## src/verilog/fc_cfg_pkg.sv

```systemverilog
package fc_cfg_pkg;

    // Layer geometry
    localparam int DATA_SIZE   = 8;   // Activation bits, one crossbar pass per bit
    localparam int IN_NEURONS  = 16;  // Crossbar rows
    localparam int OUT_NEURONS = 8;   // Crossbar columns

    // Row-driver bus
    localparam int BUS_WIDTH = 8;
    localparam int NUM_ADDR  = IN_NEURONS / BUS_WIDTH;  // Words per bit-plane
    localparam int ADDR_W    = 1;

    // Arithmetic widths
    localparam int W_BITS   = 4;   // Signed weights
    localparam int ACC_W    = 16;  // Holds 16 rows x 8 bits x 4-bit weights
    localparam int OUT_BITS = 8;
    localparam int OUT_MAX  = (1 << OUT_BITS) - 1;

    // Timing and activation
    localparam int CIM_CYCLES = 4;  // Busy cycles per crossbar evaluation
    localparam int OUT_SHIFT  = 4;

    // Derived counter widths
    localparam int PLANE_W   = $clog2(DATA_SIZE);
    localparam int ROW_W     = $clog2(IN_NEURONS);
    localparam int CIM_CNT_W = $clog2(CIM_CYCLES);

endpackage
```

## src/verilog/fc_types_pkg.sv

```systemverilog
package fc_types_pkg;

    import fc_cfg_pkg::*;

    // Full activation vector from the input handshake
    typedef struct packed {
        logic [IN_NEURONS-1:0][DATA_SIZE-1:0] act;  // Unsigned activations
    } in_vec_t;

    // One row of the weight array
    typedef struct packed {
        logic [ROW_W-1:0]                  row;  // Crossbar row index
        logic [OUT_NEURONS-1:0][W_BITS-1:0] w;   // Signed weight per column
    } w_row_t;

    // One word of a bit-plane on the row-driver bus
    typedef struct packed {
        logic [BUS_WIDTH-1:0] bits;
    } plane_word_t;

    // Column accumulators, two's complement
    typedef struct packed {
        logic [OUT_NEURONS-1:0][ACC_W-1:0] acc;
    } acc_vec_t;

    // Activated and saturated layer outputs
    typedef struct packed {
        logic [OUT_NEURONS-1:0][OUT_BITS-1:0] val;
    } out_vec_t;

endpackage

```

## src/verilog/fc_func.sv

```systemverilog
`timescale 1ns/1ps

module fc_func import fc_cfg_pkg::*, fc_types_pkg::*; (
    input  logic     clk,
    input  logic     rst,
    input  logic     i_func_start,
    input  acc_vec_t i_acc,
    output logic     o_func_ready,
    output logic     o_out_valid,
    output out_vec_t o_out_data,
    input  logic     i_out_ready
);

    out_vec_t         res;
    logic [ACC_W-1:0] shifted [OUT_NEURONS];
    logic             load;

    assign o_func_ready = !o_out_valid;  // Single entry output register
    assign load         = i_func_start && o_func_ready;

    // ReLU, scale down, clamp to the output range
    always_comb begin
        for (int c = 0; c < OUT_NEURONS; c++) begin
            shifted[c] = i_acc.acc[c] >> OUT_SHIFT;
            if (i_acc.acc[c][ACC_W-1]) begin
                res.val[c] = '0;  // Negative sum
            end else if (shifted[c] > ACC_W'(OUT_MAX)) begin
                res.val[c] = OUT_BITS'(OUT_MAX);
            end else begin
                res.val[c] = shifted[c][OUT_BITS-1:0];
            end
        end
    end

    always_ff @(posedge clk) begin
        if (rst) begin
            o_out_valid <= 1'b0;
        end else if (load) begin
            o_out_valid <= 1'b1;
        end else if (i_out_ready) begin
            o_out_valid <= 1'b0;
        end
    end

    always_ff @(posedge clk) begin
        if (load) begin
            o_out_data <= res;
        end
    end

endmodule

```

## config.mk

```make
export PLATFORM = sky130hd
export DESIGN_NAME = fc_func
export DESIGN_NICKNAME = d
export VERILOG_FILES = /design/src/verilog/fc_cfg_pkg.sv /design/src/verilog/fc_types_pkg.sv /design/src/verilog/fc_func.sv
export SDC_FILE = /design/constraint.sdc
export NUM_CORES = 1
export LEC_CHECK = 0
export BUFFER_PORTS_ARGS = -buffer_cell sky130_fd_sc_hd__buf_2
export CORE_MARGIN = 1
export CORE_UTILIZATION = 35
export CTS_BUF_LIST = sky130_fd_sc_hd__clkbuf_8
export DETAILED_ROUTE_END_ITERATION = 7
export GPL_ROUTABILITY_DRIVEN = 0
export GPL_TIMING_DRIVEN = 1
export HOLD_SLACK_MARGIN = 0.12
export PLACE_DENSITY = 0.71
export SYNTH_ARGS = -nofsm -noshare
export SYNTH_HDL_FRONTEND = slang
export SYNTH_SLANG_ARGS = --single-unit
```

## constraint.sdc

```tcl
create_clock -name clk -period 5 [get_ports clk]
set_clock_uncertainty 0.05 [all_clocks]
set_input_delay 1 -clock clk [delete_from_list [all_inputs] [get_ports clk]]
set_output_delay 1 -clock clk [all_outputs]
set_load 0.1 [all_outputs]
```

# Word level (Yosys, flattened, before mapping)
# Index checks and enable logic that the tools add are counted.
# W data, S select, Z words.
# totals
regBits	65
input_bits	132
word_cells	30
# op_classes
order_cmp	8
n_mux	10
reduce_logical	3
# ops
op	n
$gt A12 B8 Y1 const B	8
$mux W8	8
$mux W1	2
$reduce_bool A2 Y1	1
$logic_and A1 B1 Y1	1
$logic_not A1 Y1	1

# Longest topological paths before layout
# depth
word_depth	3
ltp_mapped	3

# Worst setup path before layout
# No wires, ideal clock.
# synth_timing
kind	in2reg
from	input port i_func_start
to	register o_out_data[0] (netlist name), enable pin
setup_time_ns	0.424
arrival_time_ns	2.419
path_slack_ns	2.107
path_stages	1
path_buffers	0
cell_sequence	and2b_1
# synth_via
elab_chain_len	1
# synth_rtl
element	line	source
start: declaration	fc_func.sv:6	input logic i_func_start,
$logic_and A1 B1 Y1	fc_func.sv:19	assign load = i_func_start && o_func_ready;
end signal: assignment	fc_func.sv:47	o_out_data <= res;
end: declaration	fc_func.sv:10	output out_vec_t o_out_data,
# No other way between the ends.
# A chain may end at the register's enable or synchronous reset.

# Worst setup path in the final report
# layout_timing
from	input port i_func_start
to	register o_out_data[59] (netlist name), enable pin
# layout_via
elab_chain_len	1
# layout_rtl
element	line	source
$logic_and A1 B1 Y1	fc_func.sv:19	
net load	fc_func.sv:16	logic load;
# The timed path passes the listed nets, and every way through them passes these cells.

==> results.md <==
* CTS Root Cell: clkbuf_8
* Remaining DRCs at 0
* Slowest cell on the critical path: and2b_2
* Number of global-route vias before repair at roughly 2,100
* Io pins at 198
* Yosys reg bits at 65
* Cells after DPL at 470
* Finished Core Util at 0.5114
* Crit Path Category: in -> reg
* Die width at between 90 and 100 um
* RSZ-0062 raised after global routing: false
* Non-filler cells, final at ~500
* Sink Count at 65
* Final Cycle Share at 0.4665
* Ant. Diodes at 0
* Status: completed
* Die height at 90.40 um
* Layout cell share with drive strength beyond 1 at 0.4935
* Pin count of the biggest net entering global routing at 43
* VDD IR max at 0.0002045 V
* GRT Max-Usage Layer: met2
* Yosys cell types at 10
* Setup crit start: i_func_start
* Worst-margin pin slew at approximately 940 ps
* Cell family with most CP delay: simple AND/OR/NAND/NOR gates
* Crit path buf inv count at 2
* DRT iter0 DRCs at between 90 and 100
* CTS tree: done
* Setup_tns at 0 ps
* Final min period at around 2300 ps
* GR Util met1 at 0.1625
* H-tree Lvls at 3
* Max Cap Violations at 0
* Post-CTS Setup Repair Bufs at 0
* CP startpoint kind: input pin
* M3 GR Usage at 0.04966
* Post-Place Worst Slack at 2288 ps
* Slew headroom at 0.3755
* Final setup viols at 0
* Vias/cell at around 4.5
* Synthesized cell area at about 0.0027 mm2
* Clock transition at the registers of the reported paths at around 70 ps
* Row Count at 31
* WP data arrival at 2290 ps
* Synth-to-Final Area Change at 38.52%
* Post-CTS resize count at 0
* First-pass GRT wire length at 9.377 mm
* Vias at around 2,200
* Syn Nets at 353
* Slew Limit Fails at 0
* Final-stage net count at 514
* Total CTS buffers at 9
* CP cell instances: buf_2 -> and2b_2 -> buf_4
* Commonest cells after routing, fill and taps aside: buf_2 (165), nor2_1 (65), a21oi_1 (64), edfxtp_1 (64), clkbuf_8 (12)
* Sequential-to-total area share from yosys stat at 0.7100
* Reg-to-reg slack, setup at approximately 3000 ps
* Pwr/cell area at 395.4 mW/mm2
* Most common cell after layout, fill and taps aside: buf_2
* Worst-skew pair later-pin latency at ~330 ps
* Longest Clk Path Bufs at 2
* Layout Cell Area excl Fill at around 0.0038 mm2
* Max incr delay on CP at 760 ps
* First drt pass iteration count at 4
* Routed Antenna Nets at 0
* Final Total Pwr at approximately 1.5 mW
* Hold Violations, Final at 0
* Initial antenna violation count at 1
* Gate Count Post-Synth at between 200 and 250
* CP required at between 4000 and 5000 ps
* WL/cell at between 10 and 15 um
* Synth Warn # at 0
* DP Wirelength at 4.416 mm
* CTS Hold Bufs at 0
* DRT Wirelength at roughly 6 mm
* Max Clock Freq at around 430 MHz
* Grt met2 use at 0.2487
* Crit Path Max Fanout at 42
* Placed Area at ~0.0036 mm2
* Reg-to-reg startpoint: o_out_valid
* Mean Syn Cell Area at ~12 um2
* Core Region at roughly 0.0074 mm2
* Static Leak at approximately 1.6 nW
* Die area at between 0.008 and 0.009 mm2
* GRT Residual Overflow at 0
* Min-delay src: o_out_valid
* Port Buf Inserts at ~170
* Final WS setup at 2668 ps
* CP endpoint kind: flop
* Final hold slack at ~470 ps
* Initial Util at 0.3692
* GRT Total Usage at 0.1454
* Min-delay worst type: reg -> reg
==> where the power goes <==
group | switching [mW] | total [mW] | internal, mW
Sequential | 0.00788 | 0.650 | 0.642
Combinational | 0.320 | 0.387 | 0.0672
Clock | 0.191 | 0.461 | 0.270
==> final cells by class <==
class                   instances  area, um2
inverters                       1      3.754
flip-flops and latches         65       1942
clock inverters                 4      50.05
repair buffers                166      833.3
fillers                       703       3620
well taps                      99      123.9
clock buffers                  12      165.2
multi-input cells             139      670.6
==> cells by family after synthesis <==
family | Yosys count | share of synthesized area
DFF | 65 | 0.7100
buffers and inverters | 17 | 0.04529
AOI/OAI and AO/OA | 65 | 0.1199
and+or+nand+nor | 74 | 0.1249
==> routing by layer <==
| layer | vias up | part of all wire |
|---|---|---|
| met5 | - | 0 |
| met4 | 0 | 0.016 |
| met3 | 8 | 0.086 |
| met2 | 98 | 0.49 |
| met1 | 975 | 0.41 |
| li1 | 1107 | - |
==> sequential cells by signal, summed over array words and instances (netlist names) <==
name / cells
o_out_valid: 1
o_out_data: 64
==> cell usage after synthesis, drive strengths merged <==
library cell	number	area (um2)
a211oi	1	7.510
a21oi	64	320.3
and2b	1	7.510
buf	8	90.09
clkbuf	8	30.03
dfxtp	1	20.02
edfxtp	64	1922
inv	1	3.750
nor2	73	334.1
==> final timing paths <==
kind	to	cells past startpoint
setup / recovery	o_out_data[59]	3
hold / removal	o_out_valid	1
setup reg to reg	o_out_data[59]	2
hold reg to reg	o_out_valid	1
No activity file was read; power rests on OpenSTA's default activity.
