File: config.mk
export PLATFORM = sky130hd
export DESIGN_NAME = fc_ibuf
export DESIGN_NICKNAME = d
export VERILOG_FILES = /design/src/verilog/fc_cfg_pkg.sv /design/src/verilog/fc_types_pkg.sv /design/src/verilog/fc_ibuf.sv
export SDC_FILE = /design/constraint.sdc
export NUM_CORES = 1
export LEC_CHECK = 0
export ABC_CLOCK_PERIOD_IN_PS = 9500
export BUFFER_PORTS_ARGS = -buffer_cell sky130_fd_sc_hd__buf_2
export CAP_MARGIN = 10
export CORE_ASPECT_RATIO = 1.75
export CORE_MARGIN = 3
export CORE_UTILIZATION = 29
export DETAILED_ROUTE_END_ITERATION = 6
export GPL_ROUTABILITY_DRIVEN = 0
export PLACE_DENSITY = 0.49
export SLEW_MARGIN = 20
export SYNTH_ARGS = -nofsm -noshare
export SYNTH_HDL_FRONTEND = slang
export SYNTH_SLANG_ARGS = --single-unit
export TNS_END_PERCENT = 5
File: constraint.sdc
create_clock -name clk -period 9.5 [get_ports clk]
set_clock_uncertainty 0.1 [all_clocks]
set_input_delay 0.95 -clock clk [delete_from_list [all_inputs] [get_ports clk]]
set_output_delay 0.95 -clock clk [all_outputs]
set_load 0.01 [all_outputs]
File: src/verilog/fc_cfg_pkg.sv
package fc_cfg_pkg;

    // Layer geometry
    localparam int DATA_SIZE   = 8;   // Activation bits, one crossbar pass per bit
    localparam int IN_NEURONS  = 16;  // Crossbar rows
    localparam int OUT_NEURONS = 8;   // Crossbar columns

    // Row-driver bus
    localparam int BUS_WIDTH = 8;
    localparam int NUM_ADDR  = IN_NEURONS / BUS_WIDTH;  // Words per bit-plane
    localparam int ADDR_W    = 1;

    // Arithmetic widths
    localparam int W_BITS   = 4;   // Signed weights
    localparam int ACC_W    = 16;  // Holds 16 rows x 8 bits x 4-bit weights
    localparam int OUT_BITS = 8;
    localparam int OUT_MAX  = (1 << OUT_BITS) - 1;

    // Timing and activation
    localparam int CIM_CYCLES = 4;  // Busy cycles per crossbar evaluation
    localparam int OUT_SHIFT  = 4;

    // Derived counter widths
    localparam int PLANE_W   = $clog2(DATA_SIZE);
    localparam int ROW_W     = $clog2(IN_NEURONS);
    localparam int CIM_CNT_W = $clog2(CIM_CYCLES);

endpackage
File: src/verilog/fc_types_pkg.sv
package fc_types_pkg;

    import fc_cfg_pkg::*;

    // Full activation vector from the input handshake
    typedef struct packed {
        logic [IN_NEURONS-1:0][DATA_SIZE-1:0] act;  // Unsigned activations
    } in_vec_t;

    // One row of the weight array
    typedef struct packed {
        logic [ROW_W-1:0]                  row;  // Crossbar row index
        logic [OUT_NEURONS-1:0][W_BITS-1:0] w;   // Signed weight per column
    } w_row_t;

    // One word of a bit-plane on the row-driver bus
    typedef struct packed {
        logic [BUS_WIDTH-1:0] bits;
    } plane_word_t;

    // Column accumulators, two's complement
    typedef struct packed {
        logic [OUT_NEURONS-1:0][ACC_W-1:0] acc;
    } acc_vec_t;

    // Activated and saturated layer outputs
    typedef struct packed {
        logic [OUT_NEURONS-1:0][OUT_BITS-1:0] val;
    } out_vec_t;

endpackage

File: src/verilog/fc_ibuf.sv
`timescale 1ns/1ps

module fc_ibuf import fc_cfg_pkg::*, fc_types_pkg::*; (
    input  logic              clk,
    input  logic              rst,
    input  logic              i_in_valid,
    input  in_vec_t           i_in_data,
    output logic              o_in_ready,
    input  logic              i_shift_enable,  // Step to next lower plane
    input  logic              i_done,          // Vector fully consumed
    input  logic [ADDR_W-1:0] i_addr,          // Bus word select
    output logic              o_full,
    output plane_word_t       o_word
);

    in_vec_t            vec;
    logic [PLANE_W-1:0] plane;  // Current bit-plane, MSB first
    logic               accept;

    assign o_in_ready = !o_full;
    assign accept     = i_in_valid && o_in_ready;

    always_ff @(posedge clk) begin
        if (rst) begin
            o_full <= 1'b0;
            plane  <= PLANE_W'(DATA_SIZE - 1);
        end else if (accept) begin
            o_full <= 1'b1;
            plane  <= PLANE_W'(DATA_SIZE - 1);
        end else if (i_done) begin
            o_full <= 1'b0;
        end else if (i_shift_enable) begin
            plane <= plane - 1'b1;
        end
    end

    always_ff @(posedge clk) begin
        if (accept) begin
            vec <= i_in_data;
        end
    end

    // Gather the current bit of each row covered by the addressed word
    always_comb begin
        for (int b = 0; b < BUS_WIDTH; b++) begin
            o_word.bits[b] = vec.act[int'(i_addr) * BUS_WIDTH + b][plane];
        end
    end

endmodule

# Yosys cells after proc, flatten, opt, wreduce, memory -nomap -nowiden
# Cells that the tools add are included.
# word_totals
register_bits	132
in_bits	134
out_inout_bits	10
elab_cells	82
# classes
add_sub_neg	8
order_cmp	9
muxes	41
bitwise_logic	1
reduce_logical	5
# ops
op	count
$bmux W8 S4	7
$mux W8	16
$lt A5 B5 Y1 const B	7
$bmux W1 S3	8
$add A4 B3 Y5 const B	4
$add A4 B2 Y5 const B	2
$mux W1	10
$add A4 B1 Y5 const B	1
$lt A4 B5 Y1 const B	1
$lt A3 B4 Y1 const B	1
$sub A3 B1 Y3 const B	1
$reduce_and A2 Y1	1
$reduce_bool A2 Y1	1
$reduce_or A2 Y1	1
$logic_and A1 B1 Y1	1
$logic_not A1 Y1	1
$not A1 Y1	1

# Logic depth before layout (Yosys ltp)
# logic_depth
depth_word	6
ltp_mapped	7

# Worst setup path before layout
# OpenSTA, ideal clock, no wires.
# synth_path
path_type	in2reg
from	input port i_in_valid
to	register plane[1]
setup_ps	102
arrival_ps	7143
slack_ps	2155
cell_stages	3
n_path_buf	0
cell_sequence	nor2b_1 nor2_1 o211ai_1
# synth_via
elab_chain_len	2
# synth_lines
item	line_no	source
start, declared	fc_ibuf.sv:6	input logic i_in_valid,
$logic_and A1 B1 Y1	fc_ibuf.sv:21	assign accept = i_in_valid && o_in_ready;
$reduce_or A2 Y1 (no source line)	--	
end signal, assigned	fc_ibuf.sv:26	plane <= PLANE_W'(DATA_SIZE - 1);
end signal, assigned	fc_ibuf.sv:29	plane <= PLANE_W'(DATA_SIZE - 1);
end signal, assigned	fc_ibuf.sv:33	plane <= plane - 1'b1;
end, declared	fc_ibuf.sv:17	logic [PLANE_W-1:0] plane;
# Every way passes these cells.
# A chain may end at the register's enable or synchronous reset.

==> impl_results.md <==
* Root buffer selected by CTS: clkbuf_16
* Area share of the largest cell type after synthesis at 76.0%
* Maximum number of buffers from clock root to sink at 2
* Static power due to leakage at 2.54 nW
* Mean instance size in the synthesized netlist at 23.1 um2
* Shortest period the worst path allows at 3.79 ns
* Data required time of the critical path at 8.45 ns
* Maximum vdd drop at approximately 0.00012 V
* Share of total power in combinational logic at ~6.7%
* Initial core utilization at 29.7%
* Design internal power at 0.00114 W
* Chip height at 181 um
* Number of nets in the final layout at between 500 and 600
* Site row count at 63
* Share of cells above drive strength 1 at 50.3%
* Fraction of power consumed by sequential logic at 48.0%
* Detailed Routing Iterations Pass 1 at 4
* Antenna diodes at 0
* Count of final max-slew check failures at 0
* RSZ-0062 raised after global routing: false
* Register clock-pin slew on the reported worst setup and hold paths at roughly 0.06 ns
* Final worst path period share at 39.9%
* PD cells at roughly 220 nW/um2
* Crit path max fanout at 32
* Arrival time worst endpoint at 2.74 ns
* Slew margin rel. at 35.2%
* Final Routed Wirelength at 11500 um
* Drt initial violations at approximately 120
* Horiz. Die Dim at between 100 and 150 um
* Startpoint-to-endpoint class of the critical path: in2out
* Count of buffers added by post-CTS timing repair for setup at 0
* I/O pins at 144
* Core area at 17000 um2
* GR met3 Demand/Resource at 3.91%
* Most area-hungry cell type in the Yosys netlist: edfxtp_1
* Top Usage Layer GRT: met2
* Number of CTS-inserted buffers at 17
* Clock Power Share at 45.3%
* Post-Synthesis Cells at 219
* Count of final hold-check violations at 0
* Reported max-cap violation count at 0
* Post-synthesis instance area at 5060 um2
* Register-to-Register Setup Slack at 7.04 ns
* Final setup violating endpoints at 0
* Via count at 2700
* Global routing usage on met2 at 22.3%
* Number of warnings reported in the yosys synthesis log at 0
* Count of cells resized by post-cts repair at 0
* Area added between synthesis and finish at 30.3%
* TritonCTS clock tree: done
* Global-route wire length before repair at 17100 um
* Run status: complete, no violations
* Largest net degree at the start of global routing at 80
* Hold-fix buffers, CTS at 0
* Via density per instance at 4.40
* CP endpoint kind: output port
* Dominant cells by area after synthesis: edfxtp_1 (76%), mux4_2 (8.0%), mux4_1 (7.3%)
* Number of clock sinks at 132
* Worst Hold Class: reg2reg
* Die Outline Area at ~19000 um2
* Seq cells post-synth at between 100 and 150
* Worst hold slack across all endpoints at 0.458 ns
* Count of different cell masters after synthesis at 23
* Average detailed-routed wire length per instance at 18.8 um
* Number of antenna violations at the first check in global routing at 0
* Max H-tree Level at 4
* Global routing usage summed across all routing layers at around an eighth
* Number of global-route vias before repair at 3126
* Sequential share of the synthesized area at 77.6%
* Met1 global-route usage at 12.7%
* Port Buf Inserts at ~140
* Switching share of power at about a fifth
* Clock latency on the worst-skew pair at between 0.4 and 0.5 ns
* Half-perimeter wire length after detailed placement at 8060 um
* Achievable clock frequency at 0.264 GHz
* Final total negative setup slack at 0 ns
* Net count of the mapped netlist at 354
* DRC violation count after routing at 0
* Launching element type of the critical path: input pin
* Residual overflow from global routing at 0
* Antenna viol nets, final at 0
* Worst-Margin Slew at 0.972 ns
* P_sw at between 0.0003 and 0.0004 W
[path summary, 6_finish.rpt]
kind | end | start | cells after the start
max reg2reg | plane[1]$_SDFFE_PP1P_ | o_full$_SDFFE_PP0P_ | 5
min | plane[2]$_SDFFE_PP1P_ | plane[2]$_SDFFE_PP1P_ | 2
min reg2reg | plane[2]$_SDFFE_PP1P_ | plane[2]$_SDFFE_PP1P_ | 2
max | o_word[6] | i_addr | 6
[cell type report]
class | instances | area [um2]
timing repair buffer | 146 | 738
sequential | 132 | 3930
inverter | 3 | 11.3
clock inverter | 14 | 160
tap | 227 | 284
multi-input combinational | 73 | 1040
fill | 1591 | 10400
clock buffer | 18 | 429
[worst max-delay path: stages]
cell and delay (ns):
buf_2 0.08, buf_4 0.50, mux4_1 0.65, a22oi_1 0.30, nand2_1 0.09, buf_2 0.14
[power groups by stage]
stage	Clock, W	Sequential, W	Combinational [W]
3_3_place_gp	0	0.000704	0.0000968
6_report	0.000655	0.000693	0.0000962
2_1_floorplan	0	0.000705	0.0000536
3_5_place_dp	0	0.000706	0.0000990
4_1_cts	0.000674	0.000694	0.0000992
5_1_grt	0.000703	0.000696	0.000105
[cells in the mapped netlist]
cell type and instances:
inv_1 3, buf_4 1, and2b_1 1, and2_1 1
nor2b_1 2, a211oi_1 1, dfxtp_1 4, xnor2_1 1
nand2_1 11, mux4_1 14, mux4_2 18, ha_1 1
nand2b_1 1, clkbuf_1 1, buf_6 3, buf_2 3
nor2_1 3, clkdlybuf4s25_2 3, o211ai_1 1, a22oi_1 16
nand3b_1 1, xor2_1 1, edfxtp_1 128
[cell families after synthesis]
family	synth area share, %
muxes	15.3
buffers and inverters	2.00
xor gates and xnor gates	0.347
and+or+nand+nor	1.83
adders and majority gates	0.247
DFF	77.6
AOI/OAI and AO/OA	2.67
[layout by cell type (no fill, tap or decap)]
cell,count
clkinv_1,3
xnor2_1,1
o211ai_1,1
dfxtp_1,3
buf_4,3
mux4_1,14
nand2_1,11
and2_1,1
and2b_1,1
clkbuf_1,1
clkinv_4,1
ha_1,1
mux4_2,18
inv_6,2
nand2b_1,1
nor2b_1,1
nor2b_4,1
a211oi_1,1
clkbuf_16,17
edfxtp_1,128
clkinv_2,2
clkinvlp_4,3
nand3b_1,1
inv_1,3
bufinv_16,3
xor2_1,1
nor2_1,3
dfxtp_2,1
a22oi_1,16
buf_2,143
[metal layers]
metal	share of wire, %	up-vias	wire, um
met5	0	-	0
met4	2.8	0	325
met3	5.4	23	616
met2	56	106	6420
met1	36	1330	4150
li1	-	1241	-
[state kept, by name, indices dropped and copies added, names as in the netlist]
| name | flops |
|---|---|
| o_full | 1 |
| vec | 128 |
| plane | 3 |
[stage by stage]
stage	util (%)	worst slack, ns	area (um2)	power, W	cells
3_3_place_gp	35.2	5.68	6000	0.000801	581
4_1_cts	38.7	5.64	6590	0.00147	613
3_5_place_dp	35.2	5.64	6000	0.000805	581
2_1_floorplan	-	2.15	5060	0.000759	219
5_1_grt	38.7	5.59	6590	0.00150	613
6_report	38.7	5.71	6590	0.00144	613
Note: power is estimated with default switching activity, not from simulation.
