==> config.mk <==
export PLATFORM = sky130hd
export DESIGN_NAME = fc_ctrl
export DESIGN_NICKNAME = d
export VERILOG_FILES = /design/src/verilog/fc_cfg_pkg.sv /design/src/verilog/fc_ctrl.sv
export SDC_FILE = /design/constraint.sdc
export NUM_CORES = 1
export LEC_CHECK = 0
export ABC_AREA = 1
export BUFFER_PORTS_ARGS = -buffer_cell sky130_fd_sc_hd__buf_2
export CORE_AREA = 5 5 42 44
export CTS_CLUSTER_SIZE = 25
export DETAILED_ROUTE_END_ITERATION = 8
export DIE_AREA = 0 0 47 49
export GPL_ROUTABILITY_DRIVEN = 0
export MAX_ROUTING_LAYER = met4
export PLACE_DENSITY = 0.69
export SYNTH_ARGS = -nofsm -noshare
export SYNTH_HDL_FRONTEND = slang
export SYNTH_SLANG_ARGS = --single-unit
==> constraint.sdc <==
create_clock -name clk -period 2.78 [get_ports clk]
set_clock_uncertainty 0.2 [all_clocks]
set_input_delay 0.556 -clock clk [delete_from_list [all_inputs] [get_ports clk]]
set_output_delay 0.556 -clock clk [all_outputs]
set_load 0.05 [all_outputs]
==> src/verilog/fc_cfg_pkg.sv <==
package fc_cfg_pkg;

    // Layer geometry
    localparam int DATA_SIZE   = 8;   // Activation bits, one crossbar pass per bit
    localparam int IN_NEURONS  = 16;  // Crossbar rows
    localparam int OUT_NEURONS = 8;   // Crossbar columns

    // Row-driver bus
    localparam int BUS_WIDTH = 8;
    localparam int NUM_ADDR  = IN_NEURONS / BUS_WIDTH;  // Words per bit-plane
    localparam int ADDR_W    = 1;

    // Arithmetic widths
    localparam int W_BITS   = 4;   // Signed weights
    localparam int ACC_W    = 16;  // Holds 16 rows x 8 bits x 4-bit weights
    localparam int OUT_BITS = 8;
    localparam int OUT_MAX  = (1 << OUT_BITS) - 1;

    // Timing and activation
    localparam int CIM_CYCLES = 4;  // Busy cycles per crossbar evaluation
    localparam int OUT_SHIFT  = 4;

    // Derived counter widths
    localparam int PLANE_W   = $clog2(DATA_SIZE);
    localparam int ROW_W     = $clog2(IN_NEURONS);
    localparam int CIM_CNT_W = $clog2(CIM_CYCLES);

endpackage
==> src/verilog/fc_ctrl.sv <==
`timescale 1ns/1ps

module fc_ctrl import fc_cfg_pkg::*; (
    input  logic              clk,
    input  logic              rst,
    input  logic              i_start,         // Input buffer holds a vector
    input  logic              i_cim_ready,
    input  logic              i_func_ready,
    output logic              o_busy,
    output logic              o_cim_we,        // Row-driver write strobe
    output logic              o_cim_start,
    output logic              o_cim_first,     // Plane zero, accumulators restart
    output logic [ADDR_W-1:0] o_addr,          // Shared by tile and input buffer
    output logic              o_shift_enable,
    output logic              o_func_start,
    output logic              o_done
);

    typedef enum logic [1:0] {
        S_IDLE,
        S_CONSUME,
        S_START,
        S_WAIT
    } state_t;

    state_t             state;
    state_t             next_state;
    logic [ADDR_W-1:0]  addr;
    logic [ADDR_W-1:0]  next_addr;
    logic [PLANE_W-1:0] plane;       // Planes already evaluated
    logic [PLANE_W-1:0] next_plane;

    assign o_addr      = addr;
    assign o_busy      = (state != S_IDLE);
    assign o_cim_first = o_cim_start && (plane == '0);

    always_ff @(posedge clk) begin
        if (rst) begin
            state <= S_IDLE;
            addr  <= '0;
            plane <= '0;
        end else begin
            state <= next_state;
            addr  <= next_addr;
            plane <= next_plane;
        end
    end

    always_comb begin
        next_state     = state;
        next_addr      = addr;
        next_plane     = plane;
        o_cim_we       = 1'b0;
        o_cim_start    = 1'b0;
        o_shift_enable = 1'b0;
        o_func_start   = 1'b0;
        o_done         = 1'b0;
        case (state)
            S_IDLE: begin
                next_addr  = '0;
                next_plane = '0;
                if (i_start && i_cim_ready) begin
                    next_state = S_CONSUME;
                end
            end
            S_CONSUME: begin
                o_cim_we = 1'b1;
                if (addr == ADDR_W'(NUM_ADDR - 1)) begin  // Last word of the plane
                    next_addr  = '0;
                    next_state = S_START;
                end else begin
                    next_addr = addr + 1'b1;
                end
            end
            S_START: begin
                // Hold start until the tile acknowledges by dropping ready
                if (i_cim_ready) begin
                    o_cim_start = 1'b1;
                end else begin
                    next_state = S_WAIT;
                end
            end
            S_WAIT: begin
                if (i_cim_ready) begin
                    if (plane == PLANE_W'(DATA_SIZE - 1)) begin  // LSB plane finished
                        o_func_start = 1'b1;
                        if (i_func_ready) begin
                            o_done     = 1'b1;
                            next_state = S_IDLE;
                        end
                    end else begin
                        o_shift_enable = 1'b1;
                        next_plane     = plane + 1'b1;
                        next_state     = S_CONSUME;
                    end
                end
            end
            default: begin
                next_state = S_IDLE;
            end
        endcase
    end

endmodule

# [After elaboration in Yosys (flattened, before gate mapping)]
# Index checks and enable logic that the tools add are counted.
[word_totals] wordCells=49 output_inout_bits=8 in_bits=5 ff_bits=6
[classes] n_reduce_logical=9 mux=25 add_sub_neg=2 eq_ne=10
[op_table] op="two-way mux 1 bit" n=14
[op_table] op="two-way mux 2 bit" n=6
[op_table] op="inequality test 2 bit, second input constant" n=5
[op_table] op="one-hot mux 2 bit (4 select lines)" n=1
[op_table] op="two-way mux 3 bit" n=2
[op_table] op="one-hot mux 3 bit (2 select lines)" n=1
[op_table] op="nonzero test 2 bit" n=3
[op_table] op="AND reduction 5 bit" n=1
[op_table] op="equality test 2 bit, second input constant" n=2
[op_table] op="adder 3 x 1 -> 3 bit, second input constant" n=1
[op_table] op="equality test 3 bit, second input constant" n=1
[op_table] op="logical NOT 3 bit" n=1
[op_table] op="inequality test 3 bit, second input constant" n=1
[op_table] op="AND reduction 3 bit" n=1
[op_table] op="equality test 2 x 1 -> 1 bit, second input constant" n=1
[op_table] op="logical AND 1 bit" n=2
[op_table] op="logical NOT 2 bit" n=1
[op_table] op="one-hot mux 1 bit (2 select lines)" n=1
[op_table] op="adder 1 bit, second input constant" n=1

# [Depth between registers and ports, before layout]
# Gate-level depths: netlist of the first run.
[depth] depth_word=4 depth_mapped=9 depth_no_buf=9

# [Least setup slack after synthesis of the first run]
# No wires, ideal clock.
[synth_timing] kind="register to output" startpoint="reg state[0]" endpoint="out o_done" stages_incl_launch_ff=4 t_required_ps=2024 arrival_time_ps=2252 path_buffers=0 slack_ps=-228 cell_sequence="dfxtp_1 -> ha_1 -> inv_1 -> nor4_1"
[synth_via] elab_chain_len=2
[synth_rtl] element="start, declared" line="fc_ctrl.sv:26" text="state_t state;"
[synth_rtl] element="start signal, assigned" line="fc_ctrl.sv:43" text="state <= next_state;"
[synth_rtl] element="equality test 2 bit" line="fc_ctrl.sv:58" text="case (state)"
[synth_rtl] element="two-way mux 1 bit" line="fc_ctrl.sv:58"
[synth_rtl] element="end, declared" line="fc_ctrl.sv:16" text="output logic o_done"
# No other way between the ends.

# [Final worst setup path of the first run]
# Same ends and word-level chain as after synthesis.

==> run_summary.xml, run 1 <==
<?xml version="1.0" encoding="UTF-8"?>
<metrics>
  <group name="setup_path">
    <metric name="critical_path_arrival" unit="ps">1600</metric>
    <metric name="path_cells" unit="">ha_1, inv_1, nor4_2, buf_2</metric>
    <metric name="crit_path_class" unit="">reg -&gt; out</metric>
    <metric name="worstSetupStartpointType" unit="">register</metric>
    <metric name="worst_path_dominant_cell_family" unit="">buffers and inverters</metric>
    <metric name="timing.critical_path.slowest_cell_delay" unit="ps">400</metric>
    <metric name="cp.required" unit="ps">2020</metric>
    <metric name="cpMaxStageDelayCell" unit="">sky130_fd_sc_hd__dfxtp_1</metric>
    <metric name="largest_driver_fanout_on_the_critical_path" unit="">5</metric>
    <metric name="critPathBufInv" unit="">2</metric>
    <metric name="crit_path_end_kind" unit="">output port</metric>
  </group>
  <group name="placement">
    <metric name="place_inst" unit="">96</metric>
    <metric name="place_hpwl" unit="um">736</metric>
    <metric name="port-buffer-count" unit="">12</metric>
  </group>
  <group name="power_and_ir_drop">
    <metric name="irDropWorstVdd" unit="V">0.000417</metric>
    <metric name="power.density" unit="nW/um^2">969</metric>
    <metric name="p_leak" unit="uW">0.000307</metric>
  </group>
  <group name="synthesis">
    <metric name="synth.ff_latch_count" unit="">6</metric>
    <metric name="mappedNetlistArea" unit="sq um">459</metric>
    <metric name="synthesis.area_per_instance" unit="sq um">6.75</metric>
    <metric name="post_synth_inst_count" unit="">68</metric>
    <metric name="number_of_distinct_standard_cells_referenced_by_the_synthesized_netlist" unit="">16</metric>
    <metric name="ys.warnings.count" unit="">0</metric>
    <metric name="synthesis.nets" unit="">81</metric>
    <metric name="proportion_of_synthesized_chip_area_in_sequential_cells" unit="">0.262</metric>
  </group>
  <group name="timing">
    <metric name="slew_headroom" unit="">0.834</metric>
    <metric name="setup_total_negative_slack" unit="ps">0</metric>
    <metric name="final_max_slew_viol_count" unit="">0</metric>
    <metric name="post-route-period-util" unit="">0.846</metric>
    <metric name="maximum_clock_frequency" unit="MHz">425</metric>
    <metric name="tightestPinTransition" unit="ps">250</metric>
    <metric name="finalHoldViolCount" unit="">0</metric>
    <metric name="period_needed" unit="ps">2350</metric>
    <metric name="grt_setup_unrepaired" unit="">false</metric>
    <metric name="setup_viol" unit="">0</metric>
  </group>
  <group name="floorplan">
    <metric name="number_of_i_o_pins" unit="">13</metric>
    <metric name="core_area" unit="sq um">1400</metric>
    <metric name="die_area" unit="sq um">2300</metric>
    <metric name="die_h" unit="um">49</metric>
    <metric name="rows" unit="">14</metric>
    <metric name="dieWidth" unit="um">47</metric>
    <metric name="initial_utilization" unit="">0.328</metric>
  </group>
  <group name="cts">
    <metric name="cts-root-buf" unit="">sky130_fd_sc_hd__clkbuf_4</metric>
    <metric name="cts.reportedPaths.clkPinSlew" unit="ps">50</metric>
    <metric name="cts_tree" unit="">built</metric>
    <metric name="cts_inserted_buffers" unit="">3</metric>
    <metric name="post_cts.repair.setup_buffers" unit="">0</metric>
    <metric name="clock_tree.buffer_depth" unit="">2</metric>
    <metric name="ctsHoldBuffers" unit="">0</metric>
    <metric name="clkLatencyLatePin" unit="ps">240</metric>
    <metric name="cts.sink_count" unit="">6</metric>
    <metric name="ctsHtreeMaxLevel" unit="">1</metric>
    <metric name="postcts_resize_cnt" unit="">0</metric>
  </group>
  <group name="grt">
    <metric name="grt_start_max_net_pins" unit="">6</metric>
    <metric name="antenna_violations_before_repair" unit="">0</metric>
    <metric name="globalRouteTotalUtil" unit="">0.0941</metric>
    <metric name="grt_remaining_overflow" unit="">0</metric>
    <metric name="grt_pass1_wl" unit="um">1550</metric>
    <metric name="vias_in_the_first_global_route" unit="">400</metric>
  </group>
  <group name="job">
    <metric name="max_cap_violations" unit="">0</metric>
  </group>
  <group name="drt">
    <metric name="detailedRoute.firstPassIterationCount" unit="">3</metric>
    <metric name="drt_wl_total" unit="um">871</metric>
    <metric name="drcViolationCount" unit="">0</metric>
    <metric name="dr_total_vias" unit="">426</metric>
    <metric name="drt_iter0_drc" unit="">4</metric>
    <metric name="wire_per_inst" unit="um">8.80</metric>
    <metric name="avgViaCountPerCell" unit="">4.30</metric>
    <metric name="postRouteAntennaNets" unit="">0</metric>
  </group>
  <group name="worst_hold_path">
    <metric name="min_path_type" unit="">reg -&gt; reg</metric>
  </group>
  <group name="outcome">
    <metric name="run_status" unit="">completed</metric>
  </group>
  <group name="finish">
    <metric name="area_growth_syn_to_layout" unit="%">23.7</metric>
    <metric name="final_net_count" unit="">98</metric>
    <metric name="instances_no_fill" unit="">99</metric>
    <metric name="n_fill_cell" unit="">156</metric>
    <metric name="layout-drive-gt1-share" unit="">0.253</metric>
    <metric name="num_antenna_cells" unit="">0</metric>
  </group>
</metrics>
-- cell usage in the layout (no fill, tap or decap), drive strengths merged --
master	synthesis	final
dfxtp	6	6
ha	8	8
nor2	10	10
nor4	1	1
o21bai	1	1
inv	14	14
clkbuf	0	3
nand2	18	18
o21ai	1	1
nor3	1	1
nand3	4	4
a21oi	4	4
buf	0	12
-- layer usage --
metal | share of wire | track usage
met4 | 0 | 0.0553
met2 | 0.45 | 0.120
met1 | 0.49 | 0.124
met5 | 0 | -
met3 | 0.063 | 0.0332
-- sequential cells by signal, summed over array words and instances, names as in the netlist --
signal / flops
plane: 3
state: 2
o_addr: 1
-- synth_stat cells (all sizes together) --
master  count  area share
a21oi       4       0.044
dfxtp       6        0.26
ha          8        0.22
inv        14        0.11
nand2      18        0.15
nand3       4       0.054
nor2       10        0.10
nor3        1       0.011
nor4        1       0.014
o21ai       1       0.011
o21bai      1       0.016
-- cell type report --
class | instances | area (sq um) | area share
Timing Repair Buffer | 12 | 60.1 | 0.106
Tap cell | 16 | 20.0 | 0.0352
Inverter | 14 | 52.6 | 0.0925
Multi-Input combinational cell | 48 | 293 | 0.515
Sequential cell | 6 | 120 | 0.211
Clock buffer | 3 | 22.5 | 0.0396
-- tightest hold or removal path, cell delays in order, from the launching register on --
cell,delay (ps)
sky130_fd_sc_hd__dfxtp_1,310
sky130_fd_sc_hd__nand2_1,60
sky130_fd_sc_hd__a21oi_1,50
-- where the power goes --
group	total (uW)	switching (uW)	internal [uW]
clock	78.8	30.1	48.7
combinational	347	248	99.8
sequential	124	18.6	105
-- worst paths after layout --
check	from	endpoint	slack, ps	depth (start not counted)
worst min register to register	o_addr	o_addr	270	2
worst min-delay path	o_addr	o_addr	270	2
worst max register to register	state[0]	state[0]	1210	8
worst max-delay path	state[0]	o_done	430	4
-- stage by stage --
stage	worst slack (ps)	area [sq um]	utilization	hold WS, ps	total power [uW]
3_3_place_gp	714	546	0.389	261	474
5_1_grt	343	568	0.405	316	612
2_1_floorplan	225	465	-	270	409
6_report	428	568	0.405	271	550
4_1_cts	415	568	0.405	281	562
3_5_place_dp	686	546	0.389	269	477
-- cell families after synthesis --
kind of cell / count (synthesis) / share of synthesized area
and+or+nand+nor: 34 / 0.335
DFF: 6 / 0.262
adders and majority gates: 8 / 0.218
buffers and inverters: 14 / 0.114
AOI/OAI and AO/OA: 6 / 0.0708
(Power assumes the default switching activity.)
==> run 2, diff against run 1 <==
--- a/config.mk
+++ b/config.mk
@@ -13,7 +13,7 @@
 export DIE_AREA = 0 0 47 49
 export GPL_ROUTABILITY_DRIVEN = 0
 export MAX_ROUTING_LAYER = met4
-export PLACE_DENSITY = 0.69
+export PLACE_DENSITY = 0.71
 export SYNTH_ARGS = -nofsm -noshare
 export SYNTH_HDL_FRONTEND = slang
 export SYNTH_SLANG_ARGS = --single-unit
==> constraint.sdc (replaced) <==
create_clock -name clk -period 2 [get_ports clk]
set_clock_uncertainty 0.2 [all_clocks]
set_input_delay 0.4 -clock clk [delete_from_list [all_inputs] [get_ports clk]]
set_output_delay 0.4 -clock clk [all_outputs]
set_load 0.05 [all_outputs]
==> run 2 against run 1 <==
First-iteration DRC count down 25%. Critical path depth up 1. Cell count up 4.0%. Wire length up 24%. Flip-flop and latch count unchanged. Combinational power up 58%. Sequential power up 46%. Clock power up 38%. Final area up 21%. Critical path type unchanged. Largest cell class unchanged.
==> run_summary.xml, run 2 (synthesis gave the netlist of run 1 again) <==
<?xml version="1.0" encoding="UTF-8"?>
<metrics>
  <group name="setup_path">
    <metric name="critical-path-top-cell-by-count" unit="">sky130_fd_sc_hd__ha_4</metric>
    <metric name="worst_r2r_startpoint" unit="">state[0]</metric>
    <metric name="crit_path_end_kind" unit="">output port</metric>
    <metric name="timing.critical_path.slowest_cell_delay" unit="ps">350</metric>
    <metric name="r2r.worst_path.cells" unit="">9</metric>
    <metric name="largest_driver_fanout_on_the_critical_path" unit="">3</metric>
    <metric name="cpMaxStageDelayCell" unit="">sky130_fd_sc_hd__dfxtp_2</metric>
    <metric name="cp.required" unit="ps">1400</metric>
    <metric name="startpoint" unit="">plane[0]</metric>
    <metric name="path_cells" unit="">ha_4, ha_4, inv_4, nor4_4, buf_6</metric>
    <metric name="rrSetupSlack" unit="ps">410</metric>
    <metric name="critical_path_arrival" unit="ps">1370</metric>
    <metric name="crit_path_class" unit="">reg -&gt; out</metric>
    <metric name="crit_reg_reg_endpoint" unit="">state[0]</metric>
    <metric name="worstSetupStartpointType" unit="">register</metric>
  </group>
  <group name="grt">
    <metric name="vias_in_the_first_global_route" unit="">417</metric>
    <metric name="grt_start_max_net_pins" unit="">6</metric>
    <metric name="globalRouteTotalUtil" unit="">0.101</metric>
    <metric name="antenna_violations_before_repair" unit="">0</metric>
    <metric name="grt_remaining_overflow" unit="">0</metric>
    <metric name="grt_pass1_wl" unit="um">1640</metric>
  </group>
  <group name="power_and_ir_drop">
    <metric name="sw_frac_of_total" unit="">0.518</metric>
    <metric name="share_of_total_power_in_sequential_cells" unit="">0.216</metric>
    <metric name="power.density" unit="nW/um^2">1220</metric>
    <metric name="p_comb_frac" unit="">0.653</metric>
    <metric name="power.share.clock" unit="">0.131</metric>
    <metric name="internal-power" unit="uW">403</metric>
    <metric name="power.switching" unit="uW">434</metric>
    <metric name="irDropWorstVdd" unit="V">0.000634</metric>
    <metric name="p_leak" unit="uW">0.000322</metric>
  </group>
  <group name="timing">
    <metric name="setup_total_negative_slack" unit="ps">0</metric>
    <metric name="setup_viol" unit="">0</metric>
    <metric name="period_needed" unit="ps">1970</metric>
    <metric name="slew_headroom" unit="">0.834</metric>
    <metric name="finalHoldViolCount" unit="">0</metric>
    <metric name="post-route-period-util" unit="">0.985</metric>
    <metric name="grt_setup_unrepaired" unit="">true</metric>
    <metric name="tightestPinTransition" unit="ps">250</metric>
    <metric name="final_max_slew_viol_count" unit="">0</metric>
    <metric name="maximum_clock_frequency" unit="MHz">508</metric>
  </group>
  <group name="drt">
    <metric name="detailedRoute.firstPassIterationCount" unit="">4</metric>
    <metric name="dr_total_vias" unit="">470</metric>
    <metric name="drt_iter0_drc" unit="">3</metric>
    <metric name="drcViolationCount" unit="">0</metric>
    <metric name="postRouteAntennaNets" unit="">0</metric>
    <metric name="drt_wl_total" unit="um">1080</metric>
    <metric name="wire_per_inst" unit="um">10.4</metric>
    <metric name="avgViaCountPerCell" unit="">4.56</metric>
  </group>
  <group name="placement">
    <metric name="port-buffer-count" unit="">12</metric>
    <metric name="place_hpwl" unit="um">793</metric>
    <metric name="place_inst" unit="">98</metric>
  </group>
  <group name="job">
    <metric name="max_cap_violations" unit="">0</metric>
  </group>
  <group name="cts">
    <metric name="cts_inserted_buffers" unit="">3</metric>
    <metric name="ctsHtreeMaxLevel" unit="">1</metric>
    <metric name="ctsHoldBuffers" unit="">0</metric>
    <metric name="clock_tree.buffer_depth" unit="">2</metric>
    <metric name="cts-root-buf" unit="">sky130_fd_sc_hd__clkbuf_4</metric>
    <metric name="cts.sink_count" unit="">6</metric>
    <metric name="clkLatencyLatePin" unit="ps">240</metric>
    <metric name="cts_tree" unit="">built</metric>
    <metric name="cts.reportedPaths.clkPinSlew" unit="ps">40</metric>
  </group>
  <group name="floorplan">
    <metric name="dieWidth" unit="um">47</metric>
    <metric name="die_h" unit="um">49</metric>
    <metric name="initial_utilization" unit="">0.328</metric>
    <metric name="die_area" unit="sq um">2300</metric>
    <metric name="rows" unit="">14</metric>
    <metric name="core_area" unit="sq um">1400</metric>
    <metric name="number_of_i_o_pins" unit="">13</metric>
  </group>
  <group name="finish">
    <metric name="largest-register" unit="">plane</metric>
    <metric name="final_net_count" unit="">102</metric>
    <metric name="layout.cells.most_common_list" unit="">16 x sky130_fd_sc_hd__nand2_1, 11 x sky130_fd_sc_hd__inv_1, 7 x sky130_fd_sc_hd__nor2_1, 7 x sky130_fd_sc_hd__buf_2, 6 x sky130_fd_sc_hd__ha_1</metric>
    <metric name="area_growth_syn_to_layout" unit="%">49.3</metric>
    <metric name="largest_register_ffs" unit="">3</metric>
    <metric name="instances_no_fill" unit="">103</metric>
    <metric name="layout_commonest_cell" unit="">sky130_fd_sc_hd__nand2_1</metric>
    <metric name="num_antenna_cells" unit="">0</metric>
    <metric name="layout-drive-gt1-share" unit="">0.425</metric>
  </group>
  <group name="worst_hold_path">
    <metric name="hold_path_depth" unit="">2</metric>
    <metric name="whs_endpoint" unit="">plane[2]</metric>
    <metric name="min_path_type" unit="">in -&gt; reg</metric>
    <metric name="hold_path.startpoint" unit="">rst</metric>
  </group>
  <group name="outcome">
    <metric name="run_status" unit="">completed</metric>
  </group>
</metrics>
==> run 2: cell types whose count changed in the layout (fill, tap and decap cells not counted), sizes merged <==
| cell | delta |
|---|---|
| inv | -1 |
| clkinvlp | +1 |
| buf | +3 |
| clkbuf | +1 |
==> run 2: timing repair <==
item	in CTS	in global routing
endpoints found under the setup margin	5	5
pin swaps	1	3
resized for setup	11	12
setup buffers	1	1
==> run 2: critical path, delay by kind of cell (launching register included) <==
kind | cells | cell delay [ps]
AND/OR/NAND/NOR | 1 | 260
buffers and inverters | 2 | 240
adder cells (fa/ha/maj) | 2 | 280
flip-flops | 1 | 350
==> run 2: area by class of cell <==
type / instances / area, sq um
Timing Repair Buffer: 16 / 114
Multi-Input combinational cell: 48 / 342
Sequential cell: 6 / 129
Inverter: 14 / 58.8
Tap cell: 16 / 20.0
Clock buffer: 3 / 22.5
Fill cell: 147 / 716
==> run 2: through the flow <==
stage	instance area, sq um	hold slack [ps]	setup WS, ps	total power, uW	utilization
global route	686	160	-56.0	919	0.489
finish	686	160	29.9	838	0.489
detailed placement	577	263	105	688	0.412
global placement	577	261	129	684	0.412
floorplan	482	269	-290	578	-
CTS	628	155	1.44	821	0.448
==> run 2: worst max-delay path by stage <==
stage,end,slack [ps],depth (start not counted)
6_report,o_done,30,5
5_1_grt,o_done,-60,5
4_1_cts,o_shift_enable,1,6
3_5_place_dp,o_shift_enable,110,6
3_3_place_gp,o_shift_enable,130,6
2_1_floorplan,o_done,-290,3
==> run 2: power groups by stage <==
stage	registers (uW)	clock network, uW	logic [uW]
3_3_place_gp	174	0	509
2_1_floorplan	189	0	389
4_1_cts	177	116	527
3_5_place_dp	176	0	512
5_1_grt	187	123	609
6_report	181	109	547
==> run 2: routing by layer <==
layer,vias up,share of wire,track usage
met3,4,0.044,0.0221
met4,0,0.023,0.0691
met5,-,0,-
met1,210,0.43,0.121
li1,246,-,-
met2,10,0.51,0.145
==> run 3, diff against run 2 <==
==> constraint.sdc (replaced) <==
create_clock -name clk -period 2 [get_ports clk]
set_clock_uncertainty 0.2 [all_clocks]
set_input_delay 0.4 -clock clk [delete_from_list [all_inputs] [get_ports clk]]
set_output_delay 0.4 -clock clk [all_outputs]
set_load 0.005 [all_outputs]
==> run 3 against run 2 <==
Worst hold slack got worse by 6.9 ps. Highest routed layer unchanged. Clock power hardly changed. Via count decreased by 4.9%. Setup slack gained 40 ps. Combinational power is 35% lower. Final area fell by 14%.
==> run_summary.xml, run 3 (synthesis gave the netlist of run 1 again) <==
<?xml version="1.0" encoding="UTF-8"?>
<metrics>
  <group name="outcome">
    <metric name="run_status" unit="">completed</metric>
  </group>
  <group name="cts">
    <metric name="cts.sink_count" unit="">6</metric>
    <metric name="ctsHtreeMaxLevel" unit="">1</metric>
    <metric name="clock_tree.buffer_depth" unit="">2</metric>
    <metric name="cts.reportedPaths.clkPinSlew" unit="ps">50</metric>
    <metric name="clkLatencyLatePin" unit="ps">240</metric>
    <metric name="cts_tree" unit="">built</metric>
    <metric name="cts-root-buf" unit="">sky130_fd_sc_hd__clkbuf_4</metric>
    <metric name="cts_inserted_buffers" unit="">3</metric>
  </group>
  <group name="setup_path">
    <metric name="cp.required" unit="ps">1400</metric>
    <metric name="critPathBufInv" unit="">2</metric>
    <metric name="rrSetupSlack" unit="ps">410</metric>
    <metric name="crit_reg_reg_endpoint" unit="">plane[1]</metric>
    <metric name="r2r.worst_path.cells" unit="">9</metric>
    <metric name="critical_path_depth" unit="">6</metric>
    <metric name="timing.critical_path.slowest_cell_delay" unit="ps">330</metric>
    <metric name="startpoint" unit="">plane[0]</metric>
    <metric name="crit_path_class" unit="">reg -&gt; out</metric>
    <metric name="worstSetupStartpointType" unit="">register</metric>
    <metric name="critPathCapture" unit="">o_shift_enable</metric>
    <metric name="critical-path-top-cell-by-count" unit="">sky130_fd_sc_hd__ha_1</metric>
    <metric name="cpMaxStageDelayCell" unit="">sky130_fd_sc_hd__dfxtp_2</metric>
    <metric name="critical_path_arrival" unit="ps">1330</metric>
    <metric name="worst_path_dominant_cell_family" unit="">adder cells</metric>
    <metric name="crit_path_end_kind" unit="">output port</metric>
    <metric name="largest_driver_fanout_on_the_critical_path" unit="">3</metric>
    <metric name="worst_r2r_startpoint" unit="">plane[0]</metric>
    <metric name="path_cells" unit="">ha_1, ha_1, inv_2, nand2_2, nor2_4, buf_2</metric>
  </group>
  <group name="timing">
    <metric name="period_needed" unit="ps">1930</metric>
    <metric name="slew_headroom" unit="">0.867</metric>
    <metric name="hold_slack" unit="ps">153</metric>
    <metric name="final_max_slew_viol_count" unit="">0</metric>
    <metric name="grt_setup_unrepaired" unit="">false</metric>
    <metric name="finalHoldViolCount" unit="">0</metric>
    <metric name="maximum_clock_frequency" unit="MHz">518</metric>
    <metric name="tightestPinTransition" unit="ps">198</metric>
    <metric name="post-route-period-util" unit="">0.965</metric>
    <metric name="setup_total_negative_slack" unit="ps">0</metric>
    <metric name="setup_viol" unit="">0</metric>
  </group>
  <group name="floorplan">
    <metric name="core_area" unit="sq um">1400</metric>
    <metric name="dieWidth" unit="um">47</metric>
    <metric name="number_of_i_o_pins" unit="">13</metric>
    <metric name="die_area" unit="sq um">2300</metric>
    <metric name="rows" unit="">14</metric>
    <metric name="initial_utilization" unit="">0.328</metric>
    <metric name="die_h" unit="um">49</metric>
  </group>
  <group name="finish">
    <metric name="instances_no_fill" unit="">100</metric>
    <metric name="layout_commonest_cell" unit="">sky130_fd_sc_hd__nand2_1</metric>
    <metric name="largest-register" unit="">plane</metric>
    <metric name="layout.cells.most_common_list" unit="">17 x sky130_fd_sc_hd__nand2_1, 12 x sky130_fd_sc_hd__buf_2, 11 x sky130_fd_sc_hd__inv_1, 8 x sky130_fd_sc_hd__nor2_1, 7 x sky130_fd_sc_hd__ha_1</metric>
    <metric name="num_antenna_cells" unit="">0</metric>
    <metric name="largest_register_ffs" unit="">3</metric>
    <metric name="final_net_count" unit="">99</metric>
    <metric name="area_growth_syn_to_layout" unit="%">28.3</metric>
    <metric name="final_core_util" unit="">0.421</metric>
    <metric name="layout-drive-gt1-share" unit="">0.333</metric>
  </group>
  <group name="power_and_ir_drop">
    <metric name="share_of_total_power_in_sequential_cells" unit="">0.292</metric>
    <metric name="irDropWorstVdd" unit="V">0.000492</metric>
    <metric name="p_comb_frac" unit="">0.538</metric>
    <metric name="sw_frac_of_total" unit="">0.442</metric>
    <metric name="power.share.clock" unit="">0.170</metric>
    <metric name="totalPowerFinal" unit="uW">662</metric>
    <metric name="power.density" unit="nW/um^2">1120</metric>
    <metric name="internal-power" unit="uW">370</metric>
    <metric name="power.switching" unit="uW">293</metric>
    <metric name="p_leak" unit="uW">0.000312</metric>
  </group>
  <group name="placement">
    <metric name="place_inst" unit="">96</metric>
    <metric name="port-buffer-count" unit="">12</metric>
    <metric name="place_hpwl" unit="um">812</metric>
  </group>
  <group name="drt">
    <metric name="wire_per_inst" unit="um">10.0</metric>
    <metric name="avgViaCountPerCell" unit="">4.47</metric>
    <metric name="dr_total_vias" unit="">447</metric>
    <metric name="drcViolationCount" unit="">0</metric>
    <metric name="drt_iter0_drc" unit="">12</metric>
    <metric name="drt_wl_total" unit="um">1000</metric>
    <metric name="detailedRoute.firstPassIterationCount" unit="">4</metric>
    <metric name="postRouteAntennaNets" unit="">0</metric>
  </group>
  <group name="grt">
    <metric name="globalRouteTotalUtil" unit="">0.111</metric>
    <metric name="grt_pass1_wl" unit="um">1730</metric>
    <metric name="grt_start_max_net_pins" unit="">6</metric>
    <metric name="vias_in_the_first_global_route" unit="">416</metric>
    <metric name="grt_remaining_overflow" unit="">0</metric>
    <metric name="antenna_violations_before_repair" unit="">0</metric>
  </group>
  <group name="job">
    <metric name="max_cap_violations" unit="">0</metric>
  </group>
  <group name="worst_hold_path">
    <metric name="min_path_type" unit="">in -&gt; reg</metric>
    <metric name="hold_path_depth" unit="">2</metric>
  </group>
</metrics>
[run 3: layout make-up]
type / instances / area (sq um)
clock buffers: 3 / 22.5
inverters: 14 / 52.6
fillers: 156 / 812
multi-input cells: 48 / 299
well taps: 16 / 20.0
repair buffers: 13 / 67.6
flip-flops and latches: 6 / 128
[run 3: worst min path at each step]
stage                 from  endpoint  slack (ps)
finish                 rst    o_addr         150
global route           rst  plane[1]         150
CTS                    rst  plane[2]         150
detailed placement  o_addr    o_addr         270
global placement    o_addr    o_addr         260
floorplan           o_addr    o_addr         260
[run 3: power by group through the flow]
stage | clock network, uW | logic (uW) | registers [uW]
after floorplan | 0 | 254 | 170
after global placement | 0 | 343 | 174
after detailed placement | 0 | 349 | 177
after CTS | 118 | 361 | 185
after global routing | 124 | 418 | 201
final | 112 | 357 | 193
[run 3: timing repair]
| action | in CTS | in global routing |
|---|---|---|
| pin swaps | 2 | 1 |
| endpoints found under the setup margin | 2 | 3 |
| resized for setup | 3 | 6 |
| hold buffers | 0 | 0 |
| buffers inserted | 1 | 0 |
[run 3: routing by layer]
metal  part of all wire  vias to the layer above  track usage
met5                  0                        -            -
li1                   -                      240            -
met1               0.46                      187        0.135
met3              0.067                        4       0.0332
met2               0.45                       16        0.147
met4              0.019                        0       0.0829
[run 3: worst register-to-register path, cell delays in order (launching register included)]
cell and delay (ps):
sky130_fd_sc_hd__dfxtp_2 330, sky130_fd_sc_hd__ha_1 190, sky130_fd_sc_hd__ha_1 200, sky130_fd_sc_hd__inv_2 80, sky130_fd_sc_hd__nand2_2 70, sky130_fd_sc_hd__nor2_4 110, sky130_fd_sc_hd__buf_4 130, sky130_fd_sc_hd__inv_1 50
sky130_fd_sc_hd__nand3_1 60, sky130_fd_sc_hd__a21oi_1 70
[run 3: through the flow]
step | cell area (sq um) | setup slack (ps)
after floorplan | 459 | 397
after global placement | 539 | 238
after detailed placement | 539 | 205
after CTS | 583 | 1.12
after global routing | 589 | 2.56
final | 589 | 69.8
